===== src/route_params.svh =====
`ifndef ROUTE_PARAMS_SVH
`define ROUTE_PARAMS_SVH

// mesh size in routers
`define MESH_NX 4
`define MESH_NY 4

// router address field widths
`define MESH_XW ($clog2(`MESH_NX))
`define MESH_YW ($clog2(`MESH_NY))

`define MESH_PORTS 5  // local port plus four neighbours
`define DESTPORT_W 4  // compact code {x, y, a, b}

// odd-even placement
// 1: routing sits in the network interface, east-bound y turns skip the
// current-column parity check
`define OE_IN_NI 0

`endif


===== src/route_pkg.sv =====
`include "route_params.svh"

package route_pkg;

    // port index, also the bit position inside port_mask_t
    typedef enum logic [2:0] {
        LOCAL = 3'd0,
        EAST  = 3'd1,
        NORTH = 3'd2,
        WEST  = 3'd3,
        SOUTH = 3'd4
    } port_e;

    // routing algorithm opcode
    typedef enum logic [2:0] {
        ALGO_XY         = 3'd0,
        ALGO_WEST_FIRST = 3'd1,
        ALGO_NORTH_LAST = 3'd2,
        ALGO_NEG_FIRST  = 3'd3,
        ALGO_ODD_EVEN   = 3'd4
    } algo_e;

    typedef logic [`MESH_PORTS-1:0] port_mask_t;  // one bit per port_e

    typedef struct packed {
        logic [`MESH_XW-1:0] cur_x;
        logic [`MESH_YW-1:0] cur_y;
        logic [`MESH_XW-1:0] dst_x;
        logic [`MESH_YW-1:0] dst_y;
        algo_e               algo;
    } route_req_t;

    // decode stage output
    typedef struct packed {
        logic  x_plus;      // destination east of here
        logic  x_min;       // destination west of here
        logic  y_plus;      // destination south
        logic  y_min;       // destination north
        logic  cur_x_odd;
        logic  dst_x_odd;
        logic  x_one_step;  // destination exactly one column east
        algo_e algo;
    } dir_flags_t;

    typedef struct packed {
        port_mask_t mask;
        logic       x_plus;
        logic       y_min;
    } route_cand_t;

    typedef struct packed {
        port_mask_t             mask;
        logic [`DESTPORT_W-1:0] destport;  // {x, y, a, b}
    } route_resp_t;

endpackage


===== src/route_decode.sv =====
`timescale 1ns/1ps
`include "route_params.svh"

// stage 1: address compare and column parity
module route_decode (
    input  logic                  clk,
    input  logic                  rst_n,
    input  logic                  in_valid,
    input  route_pkg::route_req_t req,
    output logic                  dir_valid,
    output route_pkg::dir_flags_t dir
);

    logic [`MESH_XW:0]     cur_x_east;  // column east of current, carry kept
    logic [`MESH_XW:0]     dst_x_ext;
    route_pkg::dir_flags_t dir_next;

    // extra msb so the east edge column never wraps onto column 0
    assign cur_x_east = {1'b0, req.cur_x} + 1'b1;
    assign dst_x_ext  = {1'b0, req.dst_x};

    always_comb begin
        dir_next.x_plus     = (req.dst_x > req.cur_x);
        dir_next.x_min      = (req.dst_x < req.cur_x);
        dir_next.y_plus     = (req.dst_y > req.cur_y);  // south grows y
        dir_next.y_min      = (req.dst_y < req.cur_y);
        dir_next.cur_x_odd  = req.cur_x[0];
        dir_next.dst_x_odd  = req.dst_x[0];
        dir_next.x_one_step = (dst_x_ext == cur_x_east);
        dir_next.algo       = req.algo;
    end

    // valid pipeline bit
    always_ff @(posedge clk) begin
        if (!rst_n) begin
            dir_valid <= 1'b0;
        end else begin
            dir_valid <= in_valid;
        end
    end

    always_ff @(posedge clk) begin
        dir <= dir_next;  // flags follow valid, captured every cycle
    end

endmodule


===== src/route_execute.sv =====
`timescale 1ns/1ps
`include "route_params.svh"

// stage 2: allowed port set for the selected algorithm
module route_execute (
    input  logic                   clk,
    input  logic                   rst_n,
    input  logic                   dir_valid,
    input  route_pkg::dir_flags_t  dir,
    output logic                   cand_valid,
    output route_pkg::route_cand_t cand
);

    logic                   same_x;
    logic                   same_y;
    logic                   oe_y_ok;     // odd-even east-bound y turn allowed
    logic                   oe_east_ok;  // odd-even east step allowed
    route_pkg::port_mask_t  x_only;      // productive x port
    route_pkg::port_mask_t  y_only;      // productive y port
    route_pkg::port_mask_t  prod;        // all productive ports
    route_pkg::port_mask_t  xy_mask;
    route_pkg::port_mask_t  mask_next;
    route_pkg::route_cand_t cand_next;

    assign same_x = !dir.x_plus && !dir.x_min;
    assign same_y = !dir.y_plus && !dir.y_min;

    always_comb begin
        x_only = '0;
        x_only[route_pkg::EAST] = dir.x_plus;
        x_only[route_pkg::WEST] = dir.x_min;
    end

    always_comb begin
        y_only = '0;
        y_only[route_pkg::SOUTH] = dir.y_plus;
        y_only[route_pkg::NORTH] = dir.y_min;
    end

    assign prod = x_only | y_only;

    // dimension order, x first and a single port
    always_comb begin
        if (!same_x) begin
            xy_mask = x_only;
        end else begin
            xy_mask = y_only;
        end
    end

    // turn rules from the column parity
    assign oe_y_ok    = dir.cur_x_odd || (`OE_IN_NI != 0);
    assign oe_east_ok = dir.dst_x_odd || !dir.x_one_step;

    always_comb begin
        mask_next = prod;
        if (same_x && same_y) begin
            mask_next = '0;
            mask_next[route_pkg::LOCAL] = 1'b1;  // arrived
        end else begin
            case (dir.algo)
                route_pkg::ALGO_XY: begin
                    mask_next = xy_mask;
                end
                route_pkg::ALGO_WEST_FIRST: begin
                    if (dir.x_min) begin
                        mask_next = x_only;  // all west hops first
                    end
                end
                route_pkg::ALGO_NORTH_LAST: begin
                    // going north blocks any later x turn
                    if (dir.y_min && !same_x) begin
                        mask_next = x_only;
                    end
                end
                route_pkg::ALGO_NEG_FIRST: begin
                    if (dir.x_plus && dir.y_plus) begin
                        mask_next = y_only;  // south before east
                    end else if (dir.x_min && dir.y_min) begin
                        mask_next = x_only;  // west before north
                    end
                end
                route_pkg::ALGO_ODD_EVEN: begin
                    if (!same_x && !same_y) begin
                        if (dir.x_plus) begin
                            mask_next = (oe_y_ok ? y_only : '0) |
                                        (oe_east_ok ? x_only : '0);
                        end else begin
                            // west-bound, y turn only from even columns
                            mask_next = x_only | (dir.cur_x_odd ? '0 : y_only);
                        end
                    end
                end
                default: begin
                    mask_next = xy_mask;  // unused opcodes
                end
            endcase
        end
    end

    always_comb begin
        cand_next.mask   = mask_next;
        cand_next.x_plus = dir.x_plus;
        cand_next.y_min  = dir.y_min;
    end

    always_ff @(posedge clk) begin
        if (!rst_n) begin
            cand_valid <= 1'b0;
        end else begin
            cand_valid <= dir_valid;
        end
    end

    always_ff @(posedge clk) begin
        cand <= cand_next;
    end

endmodule


===== src/route_result.sv =====
`timescale 1ns/1ps
`include "route_params.svh"

// stage 3: destination code and response register
module route_result (
    input  logic                   clk,
    input  logic                   rst_n,
    input  logic                   cand_valid,
    input  route_pkg::route_cand_t cand,
    output logic                   out_valid,
    output route_pkg::route_resp_t resp
);

    logic                   a_bit;      // some x port allowed
    logic                   b_bit;      // some y port allowed
    logic [`DESTPORT_W-1:0] code_next;
    route_pkg::route_resp_t resp_next;

    assign a_bit = cand.mask[route_pkg::EAST] | cand.mask[route_pkg::WEST];
    assign b_bit = cand.mask[route_pkg::NORTH] | cand.mask[route_pkg::SOUTH];

    // {x, y, a, b}
    assign code_next = {cand.x_plus, cand.y_min, a_bit, b_bit};

    always_comb begin
        resp_next.mask     = cand.mask;
        resp_next.destport = code_next;
    end

    always_ff @(posedge clk) begin
        if (!rst_n) begin
            out_valid <= 1'b0;
        end else begin
            out_valid <= cand_valid;
        end
    end

    always_ff @(posedge clk) begin
        resp <= resp_next;
    end

endmodule


===== src/mesh_route_unit.sv =====
`timescale 1ns/1ps

// three-stage route computation, one request per cycle
module mesh_route_unit (
    input  logic                   clk,
    input  logic                   rst_n,
    input  logic                   in_valid,
    input  route_pkg::route_req_t  req,
    output logic                   out_valid,
    output route_pkg::route_resp_t resp
);

    // decode to execute
    logic                   dir_valid;
    route_pkg::dir_flags_t  dir;

    // execute to result
    logic                   cand_valid;
    route_pkg::route_cand_t cand;

    route_decode decode_i (
        .clk       (clk),
        .rst_n     (rst_n),
        .in_valid  (in_valid),
        .req       (req),
        .dir_valid (dir_valid),
        .dir       (dir)
    );

    route_execute execute_i (
        .clk        (clk),
        .rst_n      (rst_n),
        .dir_valid  (dir_valid),
        .dir        (dir),
        .cand_valid (cand_valid),
        .cand       (cand)
    );

    route_result result_i (
        .clk        (clk),
        .rst_n      (rst_n),
        .cand_valid (cand_valid),
        .cand       (cand),
        .out_valid  (out_valid),  // 3 cycles after in_valid
        .resp       (resp)
    );

endmodule


===== config.mk =====
export PLATFORM = sky130hd
export DESIGN_NAME = mesh_route_unit
export DESIGN_NICKNAME = d
export VERILOG_FILES = /design/src/route_pkg.sv /design/src/route_decode.sv /design/src/route_execute.sv /design/src/route_result.sv /design/src/mesh_route_unit.sv
export VERILOG_INCLUDE_DIRS = /design/src /design/src/src
export SDC_FILE = /design/constraint.sdc
export NUM_CORES = 1
export LEC_CHECK = 0
export ABC_AREA = 1
export BUFFER_PORTS_ARGS = -buffer_cell sky130_fd_sc_hd__buf_2
export CORE_MARGIN = 4
export CORE_UTILIZATION = 35
export CTS_CLUSTER_SIZE = 28
export DETAILED_ROUTE_END_ITERATION = 8
export PLACE_DENSITY = 0.67
export SLEW_MARGIN = 20
export SYNTH_ARGS = -nofsm -noshare
export SYNTH_HDL_FRONTEND = slang
export SYNTH_SLANG_ARGS = --single-unit

===== constraint.sdc =====
create_clock -name clk -period 1 [get_ports clk]
set_input_delay 0.15 -clock clk [delete_from_list [all_inputs] [get_ports clk]]
set_output_delay 0.15 -clock clk [all_outputs]
set_load 0.005 [all_outputs]

# Word-level counts from Yosys, hierarchy flattened
# Cells that the tools add are included.
[word_totals] elab_cells=57 output_inout_bits=10 inputBits=14 regBits=29
[op_classes] order_cmp=4 mux=11 bitwise=5 add_sub_neg=1 eq_ne=5 reduce_logical=15
[ops] op="two-way mux 5 bit" n=9
[ops] op="one-hot mux 5 bit (4 select lines)" n=1
[ops] op="bitwise OR 4 x 5 -> 5 bit" n=2
[ops] op="logical AND 1 bit" n=7
[ops] op="logical NOT 1 bit" n=7
[ops] op="== test 3 x 2 -> 1 bit (second input constant)" n=2
[ops] op="bitwise OR 5 bit" n=1
[ops] op="greater-than comparator 2 bit" n=2
[ops] op="< comparator 2 bit" n=2
[ops] op="two-way mux 4 bit" n=1
[ops] op="adder 2 x 1 -> 3 bit (second input constant)" n=1
[ops] op="== test 2 x 3 -> 1 bit" n=1
[ops] op="== test 3 x 1 -> 1 bit (second input constant)" n=1
[ops] op="== test 3 bit (second input constant)" n=1
[ops] op="bitwise OR 1 bit" n=2
[ops] op="logical OR 1 bit" n=1

# Longest topological paths before layout
[logic_depth] ltp_word=7 depth_mapped=7 ltp_nobuf=7

# Cells and area by module
# Synthesis repeated with hierarchy kept, for this count alone.
[hier_totals] cells_unflattened=129 hier_area_um2=1051.0
[modules_own_cells] mod="route_execute" seq_area_each_um2=160.2 cells_per_inst=69 n_inst=1 area_each_um2=435.4
[modules_own_cells] mod="route_decode" seq_area_each_um2=220.2 cells_per_inst=42 n_inst=1 area_each_um2=385.4
[modules_own_cells] mod="route_result" seq_area_each_um2=200.2 cells_per_inst=18 n_inst=1 area_each_um2=230.2

# Worst setup path before layout
# No wires, ideal clock.
[synth_path] path_type="register -> register" start="reg, netlist name decode_i.dir[8]" end="reg, netlist name execute_i.cand[6]" synth_period_minus_slack_ns=0.961 path_buffers=0 slack_ns=0.039 stages_incl_launch_ff=6 t_arrival_ns=0.838 required_time_ns=0.877 setup_time_ns=0.123 path_cell_list="dfxtp_1 > inv_1 > nor3_1 > nor2_1 > a21oi_1 > nand3_1"
[synth_between] elab_chain_len=6 word_cells_on_any_way=14 classes_between="mux (7); reduce/logical (7)"
[synth_rtl] item="logical NOT 1 bit" line_no="route_execute.sv:25" source="assign same_x = !dir.x_plus && !dir.x_min;"
[synth_rtl] item="logical AND 1 bit" line_no="route_execute.sv:25"
[synth_rtl] item="logical NOT 1 bit"
[synth_rtl] item="logical AND 1 bit (on tied branches)" line_no="route_execute.sv:84, route_execute.sv:72"
[synth_rtl] item="two-way mux 5 bit (on tied branches)" line_no="route_execute.sv:84, route_execute.sv:72"
[synth_rtl] item="one-hot mux 5 bit (4 select lines)" line_no="route_execute.sv:61" source="case (dir.algo)"
# Parallel ways exist; a longest one is shown, timed or not.
# A chain may end at the register's enable or synchronous reset.

# Final worst setup path
[layout_path] start="reg, netlist name decode_i.dir[9]" end="reg, netlist name execute_i.cand[4]"
[layout_between] elab_chain_len=6 word_cells_on_any_way=13 classes_between="mux (6); reduce/logical (7)"
[layout_rtl] item="logical NOT 1 bit" line_no="route_execute.sv:25"
[layout_rtl] item="logical AND 1 bit" line_no="route_execute.sv:25"
[layout_rtl] item="logical NOT 1 bit"
[layout_rtl] item="logical AND 1 bit (on tied branches)" line_no="route_execute.sv:84, route_execute.sv:72"
[layout_rtl] item="two-way mux 5 bit (on tied branches)" line_no="route_execute.sv:84, route_execute.sv:72"
[layout_rtl] item="one-hot mux 5 bit (4 select lines)" line_no="route_execute.sv:61"
# Parallel ways exist; a longest one is shown, timed or not.

==> flow_summary.ini <==
[status]
status = finished, final reports clean

[worst_setup_path]
path_class = reg2reg
crit_path_end = execute_i.cand[4]$_SDFF_PP0_
endpoint_kind = register
r2r-start = decode_i.dir[9]$_DFF_P_
crit_start = decode_i.dir[9]$_DFF_P_
startpoint_type = register
path_max_fanout = 7
critPathRequiredTime_ps = 1260
reg2regPathDepth = 5
rrSetupSlack_ps = 20
arrival_ps = 1230
rr_endpoint = execute_i.cand[4]$_SDFF_PP0_

[clock_network]
cts_buffer_depth = 2
cts_tree = built
ctsRootBufferMaster = clkbuf_4
postCtsSetupBuffers = 0
cts_max_level = 2
path_clk_slew_ps = 80
cts_sinks = 29
cts_buffers = 5
clkLatencyLatePin_ps = 310

[floorplanning]
ios = 24
core_area_um2 = 2810
design.die.area_um2 = 3910
fp-row-count = 19
initial_core_util = 0.371
die_h_um = 62.5
dieWidth_um = 62.5

[drt]
drc = 0
first_pass_iters = 4
ant_nets = 0
drtIter0Drc = 29
via_count = 891
routed_wl_mm = 1.99
avgRoutedWirePerCell_um = 10.3
viasPerCell = 4.62

[placement]
placed_cell_area_um2 = 1230
place_inst = 182
finalWeightedCongestion = 0.850
numPortBuffers = 23
hpwlAfterDp_mm = 1.57

[logic_synthesis]
synth_warnings = 0
ys_types = 18
avgSynthCellArea_um2 = 8.45
syn_nets = 142
ys_ff_latch = 29
synth_area_um2 = 1040
postSynthCellCount = 123
yosysSeqAreaShare = 0.558

[timing]
period_share = 0.979
max_freq_mhz = 1020
tns_ps = 0
final.min_clock_period_ps = 979
tightest_slew_ps = 232
report.final.slew_viol_count = 0
relSlewSlack = 0.845
finalSetupViolations = 0
rsz0062_at_grt = true
fin_worst_skew_ps = 8.04
hold_violations = 0

[power_and_ir_drop]
pwr-share-seq = 0.570
peakVddDrop_mv = 0.881
p_total_mw = 2.38
p_per_area_nw_per_um2 = 1720
p_switching_mw = 0.630
p_int_mw = 1.75
leakage_nw = 0.718
sw_frac_of_total = 0.265
clkPwrFrac = 0.266
combPwrFrac = 0.165

[grt]
grt_antenna_before_repair = 0
grt_max_degree = 10
track_usage = 0.116
grt_pass1_vias = 861
grt-ovfl-total = 0
grt_pass1_wl_mm = 3.49

[finish]
fin_cells = 193
nets = 180
antenna_cells = 0
final_cell_mix = 23 x buf_2, 22 x nand2_1, 22 x dfxtp_1, 19 x inv_1, 9 x nor2_1
final_cell_area_um2 = 1380
syn_to_final_growth_pct = 32.7
fin_util = 0.492
drive_above_1_share = 0.364
final_common_cell = buf_2

[min_path]
hold_path_depth = 3
hp-class = in2reg

[run]
drv_cap = 0
==> per-stage QoR <==
step                setup WS (ps)  hold WS [ps]
floorplan                    38.9           178
global placement            -18.8           254
detailed placement          -69.5           255
CTS                          4.35          15.4
global route                -51.0          16.6
finish                       21.3          30.4
==> metal layers <==
| layer | up-vias | GRT usage | routed length, um |
|---|---|---|---|
| met1 | 404 | 0.105 | 749 |
| met2 | 29 | 0.212 | 1100 |
| met5 | - | 0 | 0 |
| met4 | 0 | 0.0661 | 8 |
| li1 | 456 | - | - |
| met3 | 2 | 0.0504 | 132 |
==> worst max-delay path, cell delays in order (launching register included) <==
cell     delay, ps
dfxtp_4        380
nor2_2         200
nand2_1        110
nor2_1         110
nor2_1          50
nand4_1         80
==> kinds of logic after synthesis <==
kind of cell	Yosys count	synth area share
AOI/OAI and AO/OA	12	0.0638
xor gates and xnor gates	2	0.0169
adders and majority gates	5	0.0602
buffers and inverters	24	0.0939
DFF	29	0.558
and+or+nand+nor	51	0.207
==> repair_timing <==
item                                    in CTS  in global routing
pin swaps                                    0                  2
hold buffers                                 5                  0
resized for setup                            4                 24
cloned                                       0                  0
endpoints found under the setup margin       2                  4
endpoints found under the hold margin        5                  0
==> power by group through the flow <==
stage	Sequential (mW)	Clock [mW]	Combinational (mW)
2_1_floorplan	1.37	0	0.203
3_3_place_gp	1.36	0	0.367
3_5_place_dp	1.37	0	0.368
4_1_cts	1.35	0.665	0.384
5_1_grt	1.37	0.727	0.438
6_report	1.35	0.631	0.391
==> final cells by class <==
cell class / count / area [um2]
clock buffers: 6 / 41.3
clock inverters: 2 / 10.0
fillers: 282 / 1430
inverters: 23 / 86.3
multi-input cells: 70 / 409
flip-flops and latches: 29 / 599
well taps: 31 / 38.8
repair buffers: 32 / 195
==> state kept, by name (all words and copies together), names as in the netlist <==
name / count
result_i.resp: 9
execute_i.cand: 7
decode_i.dir: 10
decode_i.dir_valid: 1
execute_i.cand_valid: 1
result_i.out_valid: 1
==> synth_stat cells, drive strengths merged <==
master | n | share of area
buf | 1 | 0.011
ha | 5 | 0.060
nor3 | 2 | 0.0096
nand4 | 2 | 0.012
or2 | 2 | 0.012
nand2 | 25 | 0.090
o21ai | 4 | 0.019
nand3 | 7 | 0.034
o211ai | 1 | 0.0072
inv | 23 | 0.083
a21oi | 7 | 0.037
xor2 | 2 | 0.017
nor2 | 13 | 0.049
dfxtp | 29 | 0.56
==> worst min path at each step <==
stage	endpoint	startpoint	slack, ps
6_report	decode_i.dir_valid$_SDFF_PN0_	in_valid	30
5_1_grt	decode_i.dir_valid$_SDFF_PN0_	in_valid	20
4_1_cts	decode_i.dir_valid$_SDFF_PN0_	in_valid	20
3_5_place_dp	decode_i.dir[1]$_DFF_P_	req[1]	250
3_3_place_gp	decode_i.dir[2]$_DFF_P_	req[2]	250
2_1_floorplan	decode_i.dir[0]$_DFF_P_	req[0]	180
No activity file was read; power rests on OpenSTA's default activity.
